===== src/hdl/scuDspPkg.sv =====
package scuDspPkg;

	// Operation word, cls 00
	typedef struct packed {
		logic [1:0] cls;
		logic [3:0] aluOp;
		logic       mulToP;
		logic       xRamToRx;
		logic       xRamToP;
		logic       rsvd22;
		logic [1:0] xSel;
		logic       yRamToRy;
		logic [1:0] acSel;
		logic       rsvd16;
		logic [1:0] ySel;
		logic [1:0] d1Op;
		logic [3:0] d1Dst;
		logic [7:0] d1Src;
	} opFieldsT;

	// MVI and control word, cls 10 and 11
	// For MVI, kind and mviDstLow form the destination code
	typedef struct packed {
		logic [1:0]  cls;
		logic [1:0]  kind;
		logic [1:0]  mviDstLow;
		logic        rsvd25;
		logic        condPol;
		logic [1:0]  rsvd23;
		logic        condC;
		logic        condS;
		logic        condZ;
		logic [10:0] rsvd18;
		logic [7:0]  target;
	} ctlFieldsT;

	typedef union packed {
		opFieldsT  op;
		ctlFieldsT ctl;
	} instrWordT;

	localparam logic [1:0] clsOp  = 2'b00;
	localparam logic [1:0] clsMvi = 2'b10;
	localparam logic [1:0] clsCtl = 2'b11;

	localparam logic [1:0] kindJmp  = 2'd0;
	localparam logic [1:0] kindEnd  = 2'd1;
	localparam logic [1:0] kindEndi = 2'd2;

	localparam logic [3:0] aluNop = 4'b0000;
	localparam logic [3:0] aluAnd = 4'b0001;
	localparam logic [3:0] aluOr  = 4'b0010;
	localparam logic [3:0] aluXor = 4'b0011;
	localparam logic [3:0] aluAdd = 4'b0100;
	localparam logic [3:0] aluSub = 4'b0101;
	localparam logic [3:0] aluAd2 = 4'b0110;
	localparam logic [3:0] aluSr  = 4'b1000;
	localparam logic [3:0] aluRr  = 4'b1001;
	localparam logic [3:0] aluSl  = 4'b1010;
	localparam logic [3:0] aluRl  = 4'b1011;
	localparam logic [3:0] aluRl8 = 4'b1111;

	localparam logic [1:0] acKeep  = 2'd0;
	localparam logic [1:0] acClear = 2'd1;
	localparam logic [1:0] acAlu   = 2'd2;
	localparam logic [1:0] acRam   = 2'd3;

	localparam logic [1:0] d1None = 2'd0;
	localparam logic [1:0] d1Imm  = 2'd1;
	localparam logic [1:0] d1Move = 2'd2;

	// D1 destinations, banks 0-3 and CT 12-15 by the top two bits
	localparam logic [1:0] dstBankHi = 2'b00;
	localparam logic [1:0] dstCtHi   = 2'b11;
	localparam logic [3:0] dstRx     = 4'd4;
	localparam logic [3:0] dstP      = 4'd5;

	localparam logic [3:0] srcAluLo = 4'd9;
	localparam logic [3:0] srcAluHi = 4'd10;

	localparam logic [1:0] regCtrl     = 2'd0;
	localparam logic [1:0] regPrg      = 2'd1;
	localparam logic [1:0] regDataAddr = 2'd2;
	localparam logic [1:0] regData     = 2'd3;

	localparam int statS  = 22;
	localparam int statZ  = 21;
	localparam int statC  = 20;
	localparam int statV  = 19;
	localparam int statE  = 18;
	localparam int statEx = 16;

	localparam int pcLoadBit = 15;
	localparam int execBit   = 16;

endpackage


===== src/hdl/dspDataPath.sv =====
`timescale 1ns/1ps

module dspDataPath (
	input  logic        CLK,
	input  logic        RST_N,
	input  logic [31:0] xBus,
	input  logic [31:0] yBus,
	input  logic [31:0] d1Bank,
	input  logic [47:0] aluQ,
	input  logic        rxFromX,
	input  logic        rxFromD1,
	input  logic        ryFromY,
	input  logic [1:0]  acSel,
	input  logic        pFromMul,
	input  logic        pFromX,
	input  logic        pFromD1,
	input  logic        d1FromImm,
	input  logic [31:0] d1Imm,
	input  logic [3:0]  d1Sel,
	output logic [47:0] ac,
	output logic [47:0] p,
	output logic [31:0] d1Bus
);

	logic [31:0]        rx;
	logic [31:0]        ry;
	logic signed [63:0] product;

	assign product = $signed(rx) * $signed(ry);

	always_comb begin
		if (d1FromImm) begin
			d1Bus = d1Imm;
		end else if (d1Sel == scuDspPkg::srcAluLo) begin
			d1Bus = aluQ[31:0];
		end else if (d1Sel == scuDspPkg::srcAluHi) begin
			d1Bus = aluQ[47:16];
		end else begin
			d1Bus = d1Bank;
		end
	end

	always_ff @(posedge CLK or negedge RST_N) begin
		if (!RST_N) begin
			rx <= '0;
			ry <= '0;
			ac <= '0;
			p <= '0;
		end else begin
			if (rxFromX) begin
				rx <= xBus;
			end else if (rxFromD1) begin
				rx <= d1Bus;
			end
			if (ryFromY) begin
				ry <= yBus;
			end
			case (acSel)
				scuDspPkg::acClear: ac <= '0;
				scuDspPkg::acAlu:   ac <= aluQ;
				scuDspPkg::acRam:   ac <= {{16{yBus[31]}}, yBus};
				default: ;
			endcase
			// Multiplier wins over the X bus, X bus over D1
			if (pFromMul) begin
				p <= product[47:0];
			end else if (pFromX) begin
				p <= {{16{xBus[31]}}, xBus};
			end else if (pFromD1) begin
				p <= {{16{d1Bus[31]}}, d1Bus};
			end
		end
	end

endmodule


===== config.mk =====
export PLATFORM = sky130hd
export DESIGN_NAME = dspDataPath
export DESIGN_NICKNAME = d
export VERILOG_FILES = /design/src/hdl/scuDspPkg.sv /design/src/hdl/dspDataPath.sv
export SDC_FILE = /design/constraint.sdc
export NUM_CORES = 2
export LEC_CHECK = 0
export BUFFER_PORTS_ARGS = -buffer_cell sky130_fd_sc_hd__buf_2
export CAP_MARGIN = 30
export CORE_MARGIN = 5
export CORE_UTILIZATION = 25
export CTS_BUF_LIST = sky130_fd_sc_hd__clkbuf_4 sky130_fd_sc_hd__clkbuf_8
export CTS_CLUSTER_SIZE = 28
export DETAILED_ROUTE_END_ITERATION = 10
export SLEW_MARGIN = 20
export SYNTH_ARGS = -nofsm -noshare
export SYNTH_HDL_FRONTEND = slang
export SYNTH_SLANG_ARGS = --single-unit
export TNS_END_PERCENT = 30

===== constraint.sdc =====
create_clock -name CLK -period 10.19 [get_ports CLK]
set_input_delay 0 -clock CLK [delete_from_list [all_inputs] [get_ports CLK]]
set_output_delay 0 -clock CLK [all_outputs]
set_load 0.02 [all_outputs]

==> impl_metrics.py <==
metrics = {
    "outcome": {
        "status": "complete, no violations",
    },
    "clock_network": {
        "cts_tree": "yes",
        "hold_buffers": 134,
        "htreeDepth": 4,
        "cts_sinks": 160,
        "cts_buffer_depth": 2,
        "cts.repair.resized": 0,
        "clk_pin_slew_ns": 0.11,
        "post_cts_buffers": 0,
        "clock_latency_ns": 0.55,
        "ctsRootBufferMaster": "clkbuf_8",
        "cts_buffers": 17,
    },
    "yosys": {
        "syn-cell-area_mm2": 0.0372,
        "avgSynthCellArea_um2": 9.23,
        "synthArstFlopShare_pct": 100,
        "yosysSeqAreaShare_pct": 10.8,
        "synth_edf_count": 0,
        "ys_ff_latch": 160,
        "syn-num-nets": 5230,
        "ys_types": 59,
        "yosys_warnings": 0,
        "synth_ff_type": "dfrtp_1",
        "syn_inst": 4033,
    },
    "final_layout": {
        "layout_commonest_cell": "fa_1",
        "nFillCells": 15700,
        "final_cell_area_mm2": 0.0427,
        "drive_gt1_share_pct": 11.2,
        "syn2layout_area_growth_pct": 14.6,
        "finish.utilization_pct": 28.8,
        "nets": 5511,
        "mostFrequentLayoutCells": "fa_1, inv_1, nand2_1",
    },
    "placement": {
        "io_buffers": 318,
        "dpl_cell_area_mm2": 0.0408,
        "dp_slack_ns": 2.18,
        "gp_congestion": 0.926,
        "dp_hpwl_um": 104000,
    },
    "worst_setup_path": {
        "path_max_fanout": 17,
        "rr_startpoint": "ry[2]",
        "cp-startpoint": "ry[2]",
        "cp.required_ns": 10.66,
        "cp-end-kind": "flop",
        "critPathKind": "flop to flop",
        "arrival_ns": 8.61,
        "crit_path_start_kind": "flop",
    },
    "timing": {
        "worst_slew_pin_slew_ns": 1.08,
        "fmax_ghz": 0.123,
        "finalClockSkew_ns": 0.0214,
        "period_needed_ns": 8.14,
        "relSlewSlack_pct": 28.0,
        "slew_violations": 0,
        "rsz0062_at_grt": "no",
        "hold_viol_final": 0,
        "finalSetupTns_ns": 0,
        "period_share_pct": 79.8,
        "worst_slack_ns": 2.05,
        "setup_viol": 0,
    },
    "floorplanning": {
        "core_mm2": 0.148,
        "die_y_um": 396,
        "die_area_mm2": 0.157,
        "ios": 319,
        "num_rows": 141,
        "start_util_pct": 25.2,
        "die_x_um": 396,
    },
    "job": {
        "cap_viol_max_count": 0,
    },
    "detailed_routing": {
        "ant_nets": 0,
        "vias": 29100,
        "vias_per_cell": 4.65,
        "drt-total-wl_um": 127000,
        "drc_errors": 0,
        "wire_per_inst_um": 20.2,
        "dr.pass1.iters": 7,
        "drtIter0Drc": 2129,
    },
    "global_routing": {
        "grt_usage_pct": 16.3,
        "antenna_found_initial": 8,
        "grt_max_degree": 71,
        "grt-ovfl-total": 0,
        "grt_pass1_vias": 31500,
        "grt_pass1_wl_um": 196000,
    },
    "min_path": {
        "hold_path.class": "input pin to flop",
        "worstHoldStart": "d1Imm[20]",
    },
}
flip-flops by register name, summed over array words and instances (netlist names):
name	count
ac	48
p	48
rx	32
ry	32
logic make-up after synthesis:
logic type / synth area share [%]
and+or+nand+nor: 14.9
xor gates and xnor gates: 1.93
AOI/OAI and AO/OA: 7.13
muxes: 3.79
adders and majority gates: 50.7
buffers and inverters: 10.8
DFF: 10.8
path summary, 6_finish.rpt:
path / end / depth (start not counted) / slack [ns]
worst max register to register: p[47] / 23 / 2.05
max in group asynchronous: ry[4] / 5 / 8.31
min in group asynchronous: p[7] / 4 / 0.52
worst min-delay path: rx[20] / 5 / 0.04
worst max-delay path: p[47] / 23 / 2.05
worst min register to register: ry[12] / 1 / 0.52
synthesized netlist by cell type, drive strengths merged, types with 21 or more instances:
cell type,n,area share (%)
a211oi,75,1.5
dfrtp,160,11
mux2,33,1.0
clkbuf,232,2.3
xor2,21,0.49
mux2i,104,2.8
and2,425,7.1
nand2,579,5.8
buf,27,0.33
fa,839,45
o21ai,154,2.1
a21o,31,0.63
ha,167,5.6
a21oi,116,1.7
inv,807,8.1
nor2,96,0.97
xnor2,61,1.4
metrics by stage:
| step | hold WS, ns | instances |
|---|---|---|
| after floorplan | -0.296 | 4033 |
| after global placement | 0.204 | 6083 |
| after detailed placement | -0.0897 | 6090 |
| after CTS | 0.00274 | 6256 |
| after global routing | 0.0373 | 6258 |
| final | 0.0371 | 6260 |
routing by layer:
| metal | track usage [%] | wire length (µm) | vias up |
|---|---|---|---|
| met5 | 0 | 13 | - |
| met4 | 5.36 | 4660 | 2 |
| met3 | 3.04 | 9400 | 240 |
| met2 | 27.2 | 60600 | 1148 |
| met1 | 21.3 | 52000 | 15200 |
| li1 | - | - | 12600 |
critical path, cell delays in order, from the launching register on:
cell and delay [ns]:
dfrtp_1 0.83, buf_4 0.36, nand2_1 0.12, fa_1 0.58, fa_1 0.43, fa_1 0.49
fa_1 0.56, inv_1 0.05, fa_1 0.52, inv_1 0.07, fa_1 0.54, inv_1 0.05
fa_1 0.50, fa_1 0.43, ha_1 0.41, a21oi_1 0.11, o21a_1 0.21, a21oi_1 0.33
o21ai_0 0.30, o311a_1 0.46, o21bai_2 0.22, o221ai_2 0.14, xnor2_1 0.17, a2bb2oi_1 0.17
layout make-up:
cell class,count,area [µm²],share of cell area (%)
antenna,3,7.51,0.0176
sequential,160,4010,9.40
tap,1930,2410,5.66
timing repair buffer,521,3540,8.30
clock buffer,17,234,0.549
clock inverter,15,203,0.475
inverter,807,3030,7.10
multi-input combinational,2807,29200,68.5
Power is not shown: default switching activity piles up to over one toggle a cycle in this logic, so the estimate is an artifact.
