[config.mk]
export PLATFORM = sky130hd
export DESIGN_NAME = dspDecoder
export DESIGN_NICKNAME = d
export VERILOG_FILES = /design/src/hdl/scuDspPkg.sv /design/src/hdl/dspDecoder.sv
export SDC_FILE = /design/constraint.sdc
export NUM_CORES = 1
export LEC_CHECK = 0
export BUFFER_PORTS_ARGS = -buffer_cell sky130_fd_sc_hd__buf_2
export CAP_MARGIN = 20
export CORE_MARGIN = 4
export CORE_UTILIZATION = 27
export DETAILED_ROUTE_END_ITERATION = 8
export PLACE_DENSITY_LB_ADDON = 0.15
export SYNTH_ARGS = -nofsm -noshare
export SYNTH_HDL_FRONTEND = slang
export SYNTH_SLANG_ARGS = --single-unit
[constraint.sdc]
create_clock -name vclk -period 1.7
set_input_delay 0.085 -clock vclk [all_inputs]
set_output_delay 0.085 -clock vclk [all_outputs]
set_load 0.01 [all_outputs]
[src/hdl/scuDspPkg.sv]
package scuDspPkg;

	// Operation word, cls 00
	typedef struct packed {
		logic [1:0] cls;
		logic [3:0] aluOp;
		logic       mulToP;
		logic       xRamToRx;
		logic       xRamToP;
		logic       rsvd22;
		logic [1:0] xSel;
		logic       yRamToRy;
		logic [1:0] acSel;
		logic       rsvd16;
		logic [1:0] ySel;
		logic [1:0] d1Op;
		logic [3:0] d1Dst;
		logic [7:0] d1Src;
	} opFieldsT;

	// MVI and control word, cls 10 and 11
	// For MVI, kind and mviDstLow form the destination code
	typedef struct packed {
		logic [1:0]  cls;
		logic [1:0]  kind;
		logic [1:0]  mviDstLow;
		logic        rsvd25;
		logic        condPol;
		logic [1:0]  rsvd23;
		logic        condC;
		logic        condS;
		logic        condZ;
		logic [10:0] rsvd18;
		logic [7:0]  target;
	} ctlFieldsT;

	typedef union packed {
		opFieldsT  op;
		ctlFieldsT ctl;
	} instrWordT;

	localparam logic [1:0] clsOp  = 2'b00;
	localparam logic [1:0] clsMvi = 2'b10;
	localparam logic [1:0] clsCtl = 2'b11;

	localparam logic [1:0] kindJmp  = 2'd0;
	localparam logic [1:0] kindEnd  = 2'd1;
	localparam logic [1:0] kindEndi = 2'd2;

	localparam logic [3:0] aluNop = 4'b0000;
	localparam logic [3:0] aluAnd = 4'b0001;
	localparam logic [3:0] aluOr  = 4'b0010;
	localparam logic [3:0] aluXor = 4'b0011;
	localparam logic [3:0] aluAdd = 4'b0100;
	localparam logic [3:0] aluSub = 4'b0101;
	localparam logic [3:0] aluAd2 = 4'b0110;
	localparam logic [3:0] aluSr  = 4'b1000;
	localparam logic [3:0] aluRr  = 4'b1001;
	localparam logic [3:0] aluSl  = 4'b1010;
	localparam logic [3:0] aluRl  = 4'b1011;
	localparam logic [3:0] aluRl8 = 4'b1111;

	localparam logic [1:0] acKeep  = 2'd0;
	localparam logic [1:0] acClear = 2'd1;
	localparam logic [1:0] acAlu   = 2'd2;
	localparam logic [1:0] acRam   = 2'd3;

	localparam logic [1:0] d1None = 2'd0;
	localparam logic [1:0] d1Imm  = 2'd1;
	localparam logic [1:0] d1Move = 2'd2;

	// D1 destinations, banks 0-3 and CT 12-15 by the top two bits
	localparam logic [1:0] dstBankHi = 2'b00;
	localparam logic [1:0] dstCtHi   = 2'b11;
	localparam logic [3:0] dstRx     = 4'd4;
	localparam logic [3:0] dstP      = 4'd5;

	localparam logic [3:0] srcAluLo = 4'd9;
	localparam logic [3:0] srcAluHi = 4'd10;

	localparam logic [1:0] regCtrl     = 2'd0;
	localparam logic [1:0] regPrg      = 2'd1;
	localparam logic [1:0] regDataAddr = 2'd2;
	localparam logic [1:0] regData     = 2'd3;

	localparam int statS  = 22;
	localparam int statZ  = 21;
	localparam int statC  = 20;
	localparam int statV  = 19;
	localparam int statE  = 18;
	localparam int statEx = 16;

	localparam int pcLoadBit = 15;
	localparam int execBit   = 16;

endpackage

[src/hdl/dspDecoder.sv]
`timescale 1ns/1ps

module dspDecoder (
	input  scuDspPkg::instrWordT ic,
	input  logic                 run,
	input  logic                 flagS,
	input  logic                 flagZ,
	input  logic                 flagC,
	output logic                 aluEn,
	output logic [3:0]           aluOp,
	output logic                 rxFromX,
	output logic                 rxFromD1,
	output logic                 ryFromY,
	output logic [1:0]           acSel,
	output logic                 pFromMul,
	output logic                 pFromX,
	output logic                 pFromD1,
	output logic [1:0]           xSel,
	output logic [1:0]           ySel,
	output logic                 d1FromImm,
	output logic [31:0]          d1Imm,
	output logic [3:0]           d1Sel,
	output logic [3:0]           bankWrite,
	output logic [3:0]           ctInc,
	output logic [3:0]           ctWrite,
	output logic                 takeJump,
	output logic [7:0]           jumpTarget,
	output logic                 endExec,
	output logic                 endIrq
);

	logic       isOp;
	logic       isMvi;
	logic       isCtl;
	logic       d1Active;
	logic [3:0] d1Dst;
	logic       xRead;
	logic       yRead;
	logic       d1Read;
	logic [2:0] condFlags;

	assign isOp  = run && ic.op.cls == scuDspPkg::clsOp;
	assign isMvi = run && ic.ctl.cls == scuDspPkg::clsMvi;
	assign isCtl = run && ic.ctl.cls == scuDspPkg::clsCtl;

	// MVI rides the D1 path with its own destination and immediate
	assign d1Dst     = isMvi ? {ic.ctl.kind, ic.ctl.mviDstLow} : ic.op.d1Dst;
	assign d1Active  = isMvi || (isOp && ic.op.d1Op != scuDspPkg::d1None);
	assign d1FromImm = isMvi || (isOp && ic.op.d1Op == scuDspPkg::d1Imm);
	// MVI immediate overlaps the jump fields
	assign d1Imm = isMvi ? {{7{ic[24]}}, ic[24:0]} : {{24{ic.op.d1Src[7]}}, ic.op.d1Src};
	assign d1Sel = ic.op.d1Src[3:0];

	assign aluEn    = isOp && ic.op.aluOp != scuDspPkg::aluNop;
	assign aluOp    = ic.op.aluOp;
	assign rxFromX  = isOp && ic.op.xRamToRx;
	assign rxFromD1 = d1Active && d1Dst == scuDspPkg::dstRx;
	assign ryFromY  = isOp && ic.op.yRamToRy;
	assign acSel    = isOp ? ic.op.acSel : scuDspPkg::acKeep;
	assign pFromMul = isOp && ic.op.mulToP;
	assign pFromX   = isOp && ic.op.xRamToP;
	assign pFromD1  = d1Active && d1Dst == scuDspPkg::dstP;
	assign xSel     = ic.op.xSel;
	assign ySel     = ic.op.ySel;

	assign xRead  = isOp && (ic.op.xRamToRx || ic.op.xRamToP);
	assign yRead  = isOp && (ic.op.yRamToRy || ic.op.acSel == scuDspPkg::acRam);
	assign d1Read = isOp && ic.op.d1Op == scuDspPkg::d1Move && ic.op.d1Src[7:2] == '0;

	always_comb begin
		for (int n = 0; n < 4; n++) begin
			bankWrite[n] = d1Active && d1Dst == {scuDspPkg::dstBankHi, 2'(n)};
			ctWrite[n]   = d1Active && d1Dst == {scuDspPkg::dstCtHi, 2'(n)};
			ctInc[n]     = (xRead && xSel == 2'(n)) || (yRead && ySel == 2'(n))
				|| (d1Read && d1Sel[1:0] == 2'(n)) || bankWrite[n];
		end
	end

	// Any selected flag set, or all selected flags clear
	assign condFlags  = {ic.ctl.condC, ic.ctl.condS, ic.ctl.condZ} & {flagC, flagS, flagZ};
	assign takeJump   = isCtl && ic.ctl.kind == scuDspPkg::kindJmp
		&& (ic.ctl.condPol ? |condFlags : ~|condFlags);
	assign jumpTarget = ic.ctl.target;
	assign endExec    = isCtl && (ic.ctl.kind == scuDspPkg::kindEnd
		|| ic.ctl.kind == scuDspPkg::kindEndi);
	assign endIrq     = isCtl && ic.ctl.kind == scuDspPkg::kindEndi;

endmodule

==> results.md <==
* Pwr Density at approximately 250 mW/mm²
* Post-synth top cells: 35 x buf_4, 18 x nor2_1, 17 x a21o_1
* Drt total wl at 3.34 mm
* Area of the core at ~0.0033 mm²
* Seq/Total Area, Yosys at 0
* Post-route ant nets at 0
* DRT Pass-1 Iters at 4
* Clock Power Share at 0
* Top cell type's share of synthesized area at 0.282
* Period utilization at 0.920
* Crit path largest cell delay at between 0.5 and 0.6 ns
* Vias in the first global route at just over 1,000
* Num ports at approximately 110
* Total grt overflow at 0
* Mapped Cells at between 100 and 150
* Least-Margin Pin Slew at about 0.36 ns
* Crit path cell chain: buf_2, or4_4, nor4b_4, nand3b_1, o221ai_1, buf_2
* Buffers plus inverters on the worst setup path at 2
* Yosys top cell by area: buf_4
* # setup viols final at 0
* Die span in y at ~67 µm
* Global-route wire length before repair at roughly 4.9 mm
* Initial core utilization at 0.279
* Vias at 1,226
* Residual DRC at 0
* PostCTS Resize Cnt at 0
* CP dominant cell by count: buf_2
* Largest net degree at the start of global routing at 12
* RSZ-0062 raised after global routing: false
* Max-cap violations at 0
* Ranking of synthesized cells by area: buf_4 28%, a21o_1 14%, nor2_1 7.3%
* Yosys warns at 0
* Max Freq at between 600 and 700 MHz
* Die area at around 0.0045 mm²
* Leak at about 0.82 nW
* CP Max Fanout at 4
* Final worst path period need at 1.56 ns
* Hold-fix buffers, CTS at 0
* Delay-heaviest family, CP: simple AND/OR/NAND/NOR gates
* Setup tns final at 0 ns
* Worst setup SP type: input port
* Seq_cells at 0
* Post-CTS setup buffer count at 0
* Hold Crit Depth at 2
* Initial drt markers at 32
* Register area at 0 µm²
* Slew Limit Fails at 0
* Gate power share at 1.000
* Post-Syn Area per Cell at about 6.6 µm²
* ANT cells at 0
* Maximum vdd ir drop at 0.0769 mV
* Data required, critical path at ~1.6 ns
* GR Util All Layers at 0.134
* IO Port Bufs at about 110
* Worst endpoint data arrival time at 1.48 ns
* Area growth from synthesis to layout at 39.8%
* Die Wd at around 67 µm
* Count leader, synth: buf_4
* Mean routed wirelength per cell at 12.7 µm
* Relative slew slack at 0.759
* Worst min path class: input port to output port
* Final Hold Vio Count at 0
* Sequential power share at 0
* GP Congestion at 0.748
* Switching Power at 0.185 mW
* Clock buffers at 0
* Vias/cell at approximately 4.6
* Layout Nets at between 200 and 300
* Critical Path Sink Type: output port
* Status: completed
* Switching Share at 0.561
* Share of layout cells above drive strength 1 at 0.564
* Num rows at 21
* Mapped cell area at a little over 900 µm²
* Count of cell types in the netlist at 30
* Worst path slowest cell: or4_4
* Post-Syn Nets at about 180
* Layout Utilization at 0.390
* Kind of critical path: input port to output port
* Initial antenna violation count at 0
* Cell depth of the worst setup path at 6
* Internal power at around 0.15 mW
* DP HPWL at about 2.9 mm
power by group through the flow:
| stage | Sequential [mW] | Clock (mW) | Combinational [mW] |
|---|---|---|---|
| floorplan | 0 | 0 | 0.220 |
| global placement | 0 | 0 | 0.335 |
| detailed placement | 0 | 0 | 0.334 |
| CTS | 0 | 0 | 0.335 |
| global route | 0 | 0 | 0.364 |
| finish | 0 | 0 | 0.330 |
per-layer routing:
metal	vias up	global-route usage	routed length [µm]
met4	0	0	1
met1	549	0.184	1450
met3	2	0.00506	257
met2	54	0.245	1640
met5	-	0	0
li1	621	-	-
path summary, 6_finish.rpt:
check             startpoint       end  slack, ns
setup / recovery       ic[2]  ctInc[0]       0.14
hold / removal         ic[6]  d1Imm[6]       0.38
final cells by class:
type / instances / area (µm²)
fill: 400 / 2040
inverter: 7 / 26.3
multi-input combinational: 92 / 607
tap: 46 / 57.6
timing repair buffer: 119 / 611
layout by cell type (no fill, tap or decap), types with 4 or more instances in the layout:
cell type  Yosys  routed
nor2_1        18      18
and2_1         7       7
inv_1          7       7
nor3_1         9       9
buf_2          7     113
a21o_1        17      17
o221ai_1       4       4
a21oi_1        5       5
buf_4         35       6
stage by stage:
step	instances	instance area, µm²	hold slack [ns]	total power [mW]	setup slack (ns)
global placement	264	1300	0.383	0.335	0.134
detailed placement	264	1300	0.385	0.334	0.136
global route	264	1300	0.396	0.364	0.0741
finish	264	1300	0.383	0.330	0.136
CTS	264	1300	0.386	0.335	0.132
floorplan	141	931	0.262	0.220	0.388
logic make-up after synthesis:
family / after synthesis / synth area share
buffers and inverters: 49 / 0.348
AOI/OAI and AO/OA: 38 / 0.288
adders and majority gates: 2 / 0.0269
xor gates and xnor gates: 1 / 0.00941
and+or+nand+nor: 51 / 0.328
No activity file was read; power rests on OpenSTA's default activity.
