<file path="config.mk">
export PLATFORM = sky130hd
export DESIGN_NAME = hostPort
export DESIGN_NICKNAME = d
export VERILOG_FILES = /design/src/hdl/scuDspPkg.sv /design/src/hdl/hostPort.sv
export SDC_FILE = /design/constraint.sdc
export NUM_CORES = 1
export LEC_CHECK = 0
export ABC_AREA = 1
export BUFFER_PORTS_ARGS = -buffer_cell sky130_fd_sc_hd__buf_2
export CAP_MARGIN = 20
export CORE_MARGIN = 5
export CORE_UTILIZATION = 42
export CTS_BUF_LIST = sky130_fd_sc_hd__clkbuf_16
export DETAILED_ROUTE_END_ITERATION = 10
export GPL_ROUTABILITY_DRIVEN = 1
export HOLD_SLACK_MARGIN = 0.1
export PLACE_DENSITY = 0.81
export SKIP_CTS_REPAIR_TIMING = 1
export SYNTH_ARGS = -nofsm -noshare
export SYNTH_HDL_FRONTEND = slang
export SYNTH_SLANG_ARGS = --single-unit
export TNS_END_PERCENT = 100
</file>
<file path="constraint.sdc">
create_clock -name CLK -period 1.9 [get_ports CLK]
set_input_delay 0.38 -clock CLK [delete_from_list [all_inputs] [get_ports CLK]]
set_output_delay 0.38 -clock CLK [all_outputs]
set_load 0.01 [all_outputs]
</file>
<file path="src/hdl/scuDspPkg.sv">
package scuDspPkg;

	// Operation word, cls 00
	typedef struct packed {
		logic [1:0] cls;
		logic [3:0] aluOp;
		logic       mulToP;
		logic       xRamToRx;
		logic       xRamToP;
		logic       rsvd22;
		logic [1:0] xSel;
		logic       yRamToRy;
		logic [1:0] acSel;
		logic       rsvd16;
		logic [1:0] ySel;
		logic [1:0] d1Op;
		logic [3:0] d1Dst;
		logic [7:0] d1Src;
	} opFieldsT;

	// MVI and control word, cls 10 and 11
	// For MVI, kind and mviDstLow form the destination code
	typedef struct packed {
		logic [1:0]  cls;
		logic [1:0]  kind;
		logic [1:0]  mviDstLow;
		logic        rsvd25;
		logic        condPol;
		logic [1:0]  rsvd23;
		logic        condC;
		logic        condS;
		logic        condZ;
		logic [10:0] rsvd18;
		logic [7:0]  target;
	} ctlFieldsT;

	typedef union packed {
		opFieldsT  op;
		ctlFieldsT ctl;
	} instrWordT;

	localparam logic [1:0] clsOp  = 2'b00;
	localparam logic [1:0] clsMvi = 2'b10;
	localparam logic [1:0] clsCtl = 2'b11;

	localparam logic [1:0] kindJmp  = 2'd0;
	localparam logic [1:0] kindEnd  = 2'd1;
	localparam logic [1:0] kindEndi = 2'd2;

	localparam logic [3:0] aluNop = 4'b0000;
	localparam logic [3:0] aluAnd = 4'b0001;
	localparam logic [3:0] aluOr  = 4'b0010;
	localparam logic [3:0] aluXor = 4'b0011;
	localparam logic [3:0] aluAdd = 4'b0100;
	localparam logic [3:0] aluSub = 4'b0101;
	localparam logic [3:0] aluAd2 = 4'b0110;
	localparam logic [3:0] aluSr  = 4'b1000;
	localparam logic [3:0] aluRr  = 4'b1001;
	localparam logic [3:0] aluSl  = 4'b1010;
	localparam logic [3:0] aluRl  = 4'b1011;
	localparam logic [3:0] aluRl8 = 4'b1111;

	localparam logic [1:0] acKeep  = 2'd0;
	localparam logic [1:0] acClear = 2'd1;
	localparam logic [1:0] acAlu   = 2'd2;
	localparam logic [1:0] acRam   = 2'd3;

	localparam logic [1:0] d1None = 2'd0;
	localparam logic [1:0] d1Imm  = 2'd1;
	localparam logic [1:0] d1Move = 2'd2;

	// D1 destinations, banks 0-3 and CT 12-15 by the top two bits
	localparam logic [1:0] dstBankHi = 2'b00;
	localparam logic [1:0] dstCtHi   = 2'b11;
	localparam logic [3:0] dstRx     = 4'd4;
	localparam logic [3:0] dstP      = 4'd5;

	localparam logic [3:0] srcAluLo = 4'd9;
	localparam logic [3:0] srcAluHi = 4'd10;

	localparam logic [1:0] regCtrl     = 2'd0;
	localparam logic [1:0] regPrg      = 2'd1;
	localparam logic [1:0] regDataAddr = 2'd2;
	localparam logic [1:0] regData     = 2'd3;

	localparam int statS  = 22;
	localparam int statZ  = 21;
	localparam int statC  = 20;
	localparam int statV  = 19;
	localparam int statE  = 18;
	localparam int statEx = 16;

	localparam int pcLoadBit = 15;
	localparam int execBit   = 16;

endpackage

</file>
<file path="src/hdl/hostPort.sv">
`timescale 1ns/1ps

module hostPort (
	input  logic        CLK,
	input  logic        RST_N,
	input  logic [1:0]  addr,
	input  logic        wr,
	input  logic [31:0] wdata,
	input  logic        req,
	input  logic        endExec,
	input  logic        endIrq,
	input  logic [3:0]  statusFlags,
	input  logic [7:0]  pc,
	input  logic [31:0] bankQ,
	output logic        ack,
	output logic [31:0] rdata,
	output logic        irq,
	output logic        run,
	output logic        pcLoad,
	output logic        prgWrite,
	output logic [31:0] hostData,
	output logic [7:0]  dataAddr,
	output logic        dataWrite,
	output logic        dataRead,
	output logic        clearV
);

	logic        access;
	logic        ctrlWrite;
	logic        statusRead;
	logic        eFlag;
	logic [31:0] status;

	// One access per request, at the edge that raises ack
	assign access     = req && !ack;
	assign ctrlWrite  = access && wr && addr == scuDspPkg::regCtrl;
	assign statusRead = access && !wr && addr == scuDspPkg::regCtrl;
	assign pcLoad     = ctrlWrite && !run && wdata[scuDspPkg::pcLoadBit];
	assign prgWrite   = access && wr && addr == scuDspPkg::regPrg && !run;
	assign dataWrite  = access && wr && addr == scuDspPkg::regData && !run;
	assign dataRead   = access && !wr && addr == scuDspPkg::regData && !run;
	assign clearV     = statusRead;
	assign hostData   = wdata;
	assign irq        = eFlag;

	always_comb begin
		status = '0;
		status[scuDspPkg::statS]  = statusFlags[3];
		status[scuDspPkg::statZ]  = statusFlags[2];
		status[scuDspPkg::statC]  = statusFlags[1];
		status[scuDspPkg::statV]  = statusFlags[0];
		status[scuDspPkg::statE]  = eFlag;
		status[scuDspPkg::statEx] = run;
		status[7:0] = pc;
	end

	always_ff @(posedge CLK or negedge RST_N) begin
		if (!RST_N) begin
			ack <= 1'b0;
			run <= 1'b0;
			eFlag <= 1'b0;
			dataAddr <= '0;
		end else begin
			// ack follows req, which gives rise on access and fall on release
			ack <= req;
			if (endExec) begin
				run <= 1'b0;
			end
			if (ctrlWrite) begin
				run <= wdata[scuDspPkg::execBit];
			end
			if (statusRead) begin
				eFlag <= 1'b0;
			end
			if (endIrq) begin
				eFlag <= 1'b1;
			end
			if (access && wr && addr == scuDspPkg::regDataAddr) begin
				dataAddr <= wdata[7:0];
			end else if (dataWrite || dataRead) begin
				dataAddr <= dataAddr + 8'd1;
			end
		end
	end

	always_ff @(posedge CLK) begin
		if (access && !wr) begin
			case (addr)
				scuDspPkg::regCtrl: rdata <= status;
				scuDspPkg::regData: rdata <= run ? '1 : bankQ;
				default:            rdata <= '0;
			endcase
		end
	end

	ackNeedsReq: assert property (@(posedge CLK) disable iff (!RST_N)
		$rose(ack) |-> $past(req));

endmodule

</file>
==> results of run 1 <==
Yosys cell counts (all sizes together):
cell	count	area [um^2]
nor2	63	244
nand2	44	175
buf	37	272
edfxtp	32	961
nand3	27	145
inv	25	93.8
o21ai	15	75.1
dfrtp	11	275
clkbuf	5	18.8
ha	5	62.6
nand4	5	46.3
a21oi	2	10.0
or2	2	12.5
a31oi	1	6.26
clkinv	1	3.75
o21bai	1	7.51
o22ai	1	6.26
xor2	1	8.76
routing by layer:
layer  global-route usage [%]  up-vias  wire length (um)
met5                        0        -                 0
met4                     7.34        0               150
met3                     4.80       15               555
met2                     31.0       89              3240
met1                     20.2      960              2440
li1                         -     1049                 -
worst max-delay path: stages, from the launching register on:
cell and delay, ps:
sky130_fd_sc_hd__dfrtp_1 430, sky130_fd_sc_hd__nor2_4 210, sky130_fd_sc_hd__nand2_1 120, sky130_fd_sc_hd__nor2_2 150, sky130_fd_sc_hd__buf_2 160
cell families (layout without fill, tap and decap cells):
kind of cell / Yosys count / after routing
compound gates: 20 / 20
xor+xnor: 1 / 1
fa+ha+maj: 5 / 5
flops: 43 / 43
simple gates: 141 / 141
buf+inv: 68 / 160
sequential cells by signal (all words and copies together) (netlist names):
signal / count
rdata: 32
dataAddr: 8
ack: 1
irq: 1
run: 1
per-stage QoR:
step           worst slack, ps  area (um^2)  power (uW)  hold WS [ps]
6_report                   167         3070        2700           292
3_5_place_dp               222         2890        1750           270
2_1_floorplan              159         2420        1550          84.4
4_1_cts                    122         3060        2720         -31.7
3_3_place_gp               308         2890        1720           265
5_1_grt                   33.3         3070        2850           292
final timing paths:
path	from	endpoint	slack, ps
max	ack$_DFF_PN0_	clearV	170
min	req	ack$_DFF_PN0_	290
max reg2reg	ack$_DFF_PN0_	rdata[2]$_DFFE_PN_	520
min reg2reg	dataAddr[7]$_DFFE_PN0P_	dataAddr[7]$_DFFE_PN0P_	550
max in group asynchronous	RST_N	irq$_DFFE_PN0P_	1180
min in group asynchronous	RST_N	dataAddr[3]$_DFFE_PN0P_	510
layout make-up:
class | instances | area share (%)
Clock buffer | 5 | 4.08
Clock inverter | 3 | 1.39
Inverter | 26 | 3.18
Multi-Input combinational cell | 167 | 26.1
Sequential cell | 43 | 40.3
Tap cell | 72 | 2.94
Timing Repair Buffer | 126 | 22.0
power by group through the flow:
stage          combinational, uW  clock [uW]  sequential, uW
2_1_floorplan                309           0            1240
3_3_place_gp                 504           0            1210
3_5_place_dp                 531           0            1210
4_1_cts                      533         989            1200
5_1_grt                      603        1030            1220
6_report                     527         970            1200
==> out/summary.md, run 1 <==
* 278 — Gate Count Post-Synth
* 2 — H-Tree Depth
* 4.34% — synthesized-area fraction occupied by ao, oa, aoi and oai cells
* 26.6% — Area growth syn-to-layout
* sky130_fd_sc_hd__buf_2 — most common library cell in the layout ignoring fill and taps
* 4 — Detailed Routing Iterations Pass 1
* 2,099 — number of global-route vias before repair
* sky130_fd_sc_hd__buf_2 (119), sky130_fd_sc_hd__nor2_1 (61), sky130_fd_sc_hd__nand2_1 (42) — highest-count cells in the layout ignoring fill and taps
* 442 — final cell count without fillers
* 0.00242 mm^2 — Syn Std Cell Area
* 2,113 — via count of the routed design
* 43 — FF+latch count, synth
* 1 — worst hold path cell count
* 60 ps — clock-pin slew of the registers on the worst-case setup and hold paths
* 38.1% — share of layout cells above drive strength 1
* 1350 ps — worst endpoint data arrival time
* simple AND/OR/NAND/NOR gates — combinational family with the most area after synthesis
* 0 — antenna violations before repair
* 164 — number of placed I/O pins
* 367 — post-synthesis net count
* 26 — distinct cell type count of the synthesized netlist
* 2 — Max clock buf depth
* 0% — multiplexer share of the synthesized area
* 19.6% — combinational power share
* 119 — port bufs
* built — clock tree from TritonCTS
* 5.81 ps — setup clock skew after layout
* 82.1% — worst max-slew margin expressed relative to the limit
* 8.72 um^2 — average cell area after synthesis
* 0 — max capacitance violation total
* 17.7% — GRT Total Usage
* 43 — CTS Sinks
* 33 — largest net degree at the start of global routing
* 879 mW/mm^2 — power density relative to cell area
* 55.1% — core occupancy in the finished layout
* 0.329 mV — worst voltage drop across the vdd grid
* 14.5 um — Avg WL per Cell
* 5 — Num CTS Buffers
* 25.7% — Synth Area in Simple Gates
* 0 — count of final max-slew check failures
* reg2out — path type of the worst setup path
* 750 uW — Sw Pwr
* 0 — remaining routing DRC violations
* flip-flop — element type at the critical path start
* 0 ps — Final TNS setup
* 86.0 um — Die Ht
* 268 ps — Least-Margin Pin Slew
* 280 ps — clock latency on the worst-skew pair
* completed — status
* 118 — starting DRC count in detailed routing
* 44.5% — proportion of power drawn by flip-flops and latches
* 433 — placed cells
* 4.78 — via density per instance
* 6.39 mm — aggregate routed wire length
* false — RSZ-0062 raised after global routing
* 5.03 mm — Post-DP HPWL
* 2.58% — area share of fa/ha/maj cells after synthesis
* 1730 ps — fin crit period
* 27.8% — proportion of total power due to net switching
* 458 — # nets final
* 51.0% — share of the yosys chip area belonging to registers
* 508 — filler instances
* 91.2% — portion of the clock cycle consumed by the worst path in the final layout
* 36.0% — Clk network pwr share
* 0.00154 uW — Pleak
* 0 — number of antenna repair diodes
* 43.5% — starting density of the core
* 1950 uW — cell-internal power
* 86.0 um — Die Wd
* 577 MHz — upper clock frequency limit
* 1520 ps — required time of the worst setup path
* 4 — cell count of the worst reg-to-reg path
* sky130_fd_sc_hd__clkbuf_16 — root buffer cell
* 0 — final hold vios
* 0.00557 mm^2 — core box area
* 10.2 mm — first-pass GRT wire length
* 0 — antenna-violating nets left
* 0.361% — xor/xnor cell area share of the yosys netlist
* 0.00739 mm^2 — full die area
* in2reg — type of the tightest min-delay check
* output pin — Setup crit end kind
* 0 — number of failing setup endpoints in the final timing report
* 0.00124 mm^2 — Sequential cell area
* 802 um^2 — area of the multi-input gates
* 7 — highest fanout seen on the critical path
* 0 — total congestion overflow
* 0 — Synth warnings
* 27 — number of cell rows
* 0.843 — routability-driven placement congestion ratio
Power figures use the tool's default switching activity.
==> run 2: changes to the inputs <==
--- a/config.mk
+++ b/config.mk
@@ -15,6 +15,7 @@
 export GPL_ROUTABILITY_DRIVEN = 1
 export HOLD_SLACK_MARGIN = 0.1
 export PLACE_DENSITY = 0.81
+export REMOVE_ABC_BUFFERS = 1
 export SKIP_CTS_REPAIR_TIMING = 1
 export SYNTH_ARGS = -nofsm -noshare
 export SYNTH_HDL_FRONTEND = slang
==> out/summary.md, run 2 (synthesized netlist as in run 1, its figures left out) <==
* completed — status, unchanged
* req — origin of the worst min-delay path, unchanged
* 7 — highest fanout seen on the critical path, unchanged
* 1350 ps — worst endpoint data arrival time, about the same
* 0.00739 mm^2 — full die area, unchanged
* 5 — Num CTS Buffers, unchanged
* 6.51 ps — setup clock skew after layout, was 5.81 ps
* in2reg — type of the tightest min-delay check, unchanged
* rdata[17]$_DFFE_PN_ — endpoint of the worst-slack reg-to-reg timing path, was rdata[2]$_DFFE_PN_
* 86.0 um — Die Wd, unchanged
* ack$_DFF_PN0_ — RR Startpoint, unchanged
* 4 — Detailed Routing Iterations Pass 1, unchanged
* 81.7% — worst max-slew margin expressed relative to the limit, was 82.1%
* 6.48 mm — aggregate routed wire length, was 6.39 mm
* 0 — max capacitance violation total, unchanged
* 0 — final hold vios, unchanged
* 4.71 — via density per instance, was 4.78
* sky130_fd_sc_hd__clkbuf_16 — root buffer cell, unchanged
* 25.0% — met2 track utilization from global routing, was 31.0%
* rdata: 32 flops, dataAddr: 8 flops — leading registers by flop count, unchanged
* 1 — worst hold path cell count, unchanged
* 90.8% — portion of the clock cycle consumed by the worst path in the final layout, was 91.2%
* 10.0 mm — first-pass GRT wire length, was 10.2 mm
* false — RSZ-0062 raised after global routing, unchanged
* 280 ps — clock latency on the worst-skew pair, about the same
* 26.7% — Area growth syn-to-layout, was 26.6%
* 43 — CTS Sinks, unchanged
* 579 MHz — upper clock frequency limit, was 577 MHz
* 0 — antenna-violating nets left, unchanged
* sky130_fd_sc_hd__buf_2 (119), sky130_fd_sc_hd__nor2_1 (62), sky130_fd_sc_hd__nand2_1 (42) — highest-count cells in the layout ignoring fill and taps, was sky130_fd_sc_hd__buf_2 (119), sky130_fd_sc_hd__nor2_1 (61), sky130_fd_sc_hd__nand2_1 (42)
* 0 — antenna violations before repair, unchanged
* 0 — count of final max-slew check failures, unchanged
* 17.4% — GRT Total Usage, was 17.7%
* 0.00557 mm^2 — core box area, unchanged
* 0 — remaining routing DRC violations, unchanged
* 275 ps — Least-Margin Pin Slew, was 268 ps
* 433 — placed cells, unchanged
* output pin — Setup crit end kind, unchanged
* 458 — # nets final, unchanged
* ack$_DFF_PN0_ — Worst Hold End, unchanged
* 286 ps — hold slack final, was 292 ps
* 4 — cell count of the worst reg-to-reg path, unchanged
* 60 ps — clock-pin slew of the registers on the worst-case setup and hold paths, about the same
* reg2out — path type of the worst setup path, unchanged
* 420 ps — peak per-stage delay on the critical path, was 430 ps
* 38.1% — share of layout cells above drive strength 1, unchanged
* met2 — gr busiest metal, unchanged
* flip-flop — element type at the critical path start, unchanged
* 1730 ps — fin crit period, about the same
* 14.7 um — Avg WL per Cell, was 14.5 um
* 878 mW/mm^2 — power density relative to cell area, was 879 mW/mm^2
* 22.8% — met1 Track Usage GR, was 20.2%
* 164 — number of placed I/O pins, unchanged
* rdata — Most flops, register, unchanged
* 2,084 — via count of the routed design, was 2,113
* 27 — number of cell rows, unchanged
* sky130_fd_sc_hd__buf_2 — most common library cell in the layout ignoring fill and taps, unchanged
* 33 — largest net degree at the start of global routing, unchanged
* 550 ps — flop2flop setup slack, was 520 ps
* 2 — Max clock buf depth, unchanged
* 86.0 um — Die Ht, unchanged
* 2 — H-Tree Depth, unchanged
* 442 — final cell count without fillers, unchanged
* 8.17% — met3 global-route usage, was 4.80%
* 1520 ps — required time of the worst setup path, about the same
* 2700 uW — total power, about the same
* 0 ps — Final TNS setup, unchanged
* 0 — number of antenna repair diodes, unchanged
* 5.20 mm — Post-DP HPWL, was 5.03 mm
* 2,034 — number of global-route vias before repair, was 2,099
* 0.00154 uW — Pleak, about the same
* 0 — number of failing setup endpoints in the final timing report, unchanged
* 164 — starting DRC count in detailed routing, was 118
* 0 — total congestion overflow, unchanged
* 119 — port bufs, unchanged
* nor2_4 -> nand2_1 -> nor2_1 -> buf_2 — Cell Chain, Critical Path, was nor2_4 -> nand2_1 -> nor2_2 -> buf_2
* sky130_fd_sc_hd__dfrtp_1 — cell with the biggest individual delay on the critical path, unchanged
* built — clock tree from TritonCTS, unchanged
* 0.858 — routability-driven placement congestion ratio, was 0.843
* 32 — max reg flops, unchanged
* 43.5% — starting density of the core, unchanged
* 0.450 mV — worst voltage drop across the vdd grid, was 0.329 mV
==> run 2: cell counts in the layout (fill, tap and decap cells not counted) <==
No cell type changed its count.
==> run 2: worst max path at each step <==
stage | startpoint | cells after the start | to | slack, ps
2_1_floorplan | addr[0] | 5 | rdata[0]$_DFFE_PN_ | 150
3_3_place_gp | addr[0] | 8 | dataAddr[1]$_DFFE_PN0P_ | 330
3_5_place_dp | addr[0] | 7 | dataAddr[3]$_DFFE_PN0P_ | 270
4_1_cts | ack$_DFF_PN0_ | 4 | clearV | 170
5_1_grt | ack$_DFF_PN0_ | 4 | clearV | 90
6_report | ack$_DFF_PN0_ | 4 | clearV | 170
==> run 2: per-stage QoR <==
stage	worst slack, ps	util [%]	instance area, um^2
final	174	55.1	3070
after detailed placement	270	51.8	2890
after CTS	174	54.9	3060
after global placement	333	51.8	2890
after global routing	90.1	55.1	3070
after floorplan	147	-	2130
==> run 2: power by group <==
part / switching (uW) / internal [uW] / total, uW
clock: 345 / 626 / 971
combinational: 294 / 229 / 523
sequential: 104 / 1100 / 1200
==> run 2: final cells by class <==
| type | instances | area (um^2) |
|---|---|---|
| clock inverters | 3 | 47.5 |
| fillers | 502 | 2500 |
| repair buffers | 126 | 676 |
| inverters | 26 | 97.6 |
| clock buffers | 5 | 125 |
| well taps | 72 | 90.1 |
| flip-flops and latches | 43 | 1240 |
| multi-input cells | 167 | 800 |
==> run 2: metal layers <==
| metal | part of all wire (%) | routed length, um | vias up |
|---|---|---|---|
| li1 | - | - | 1050 |
| met1 | 42 | 2750 | 933 |
| met2 | 44 | 2870 | 93 |
| met3 | 12 | 758 | 6 |
| met4 | 0.82 | 53 | 2 |
| met5 | 0.86 | 56 | - |
==> run 2: worst max-delay path, delay by kind of cell (launching register included) <==
kind | cells | cell delay (ps)
buffers and inverters | 1 | 170
flip-flops | 1 | 420
AND/OR/NAND/NOR | 3 | 490
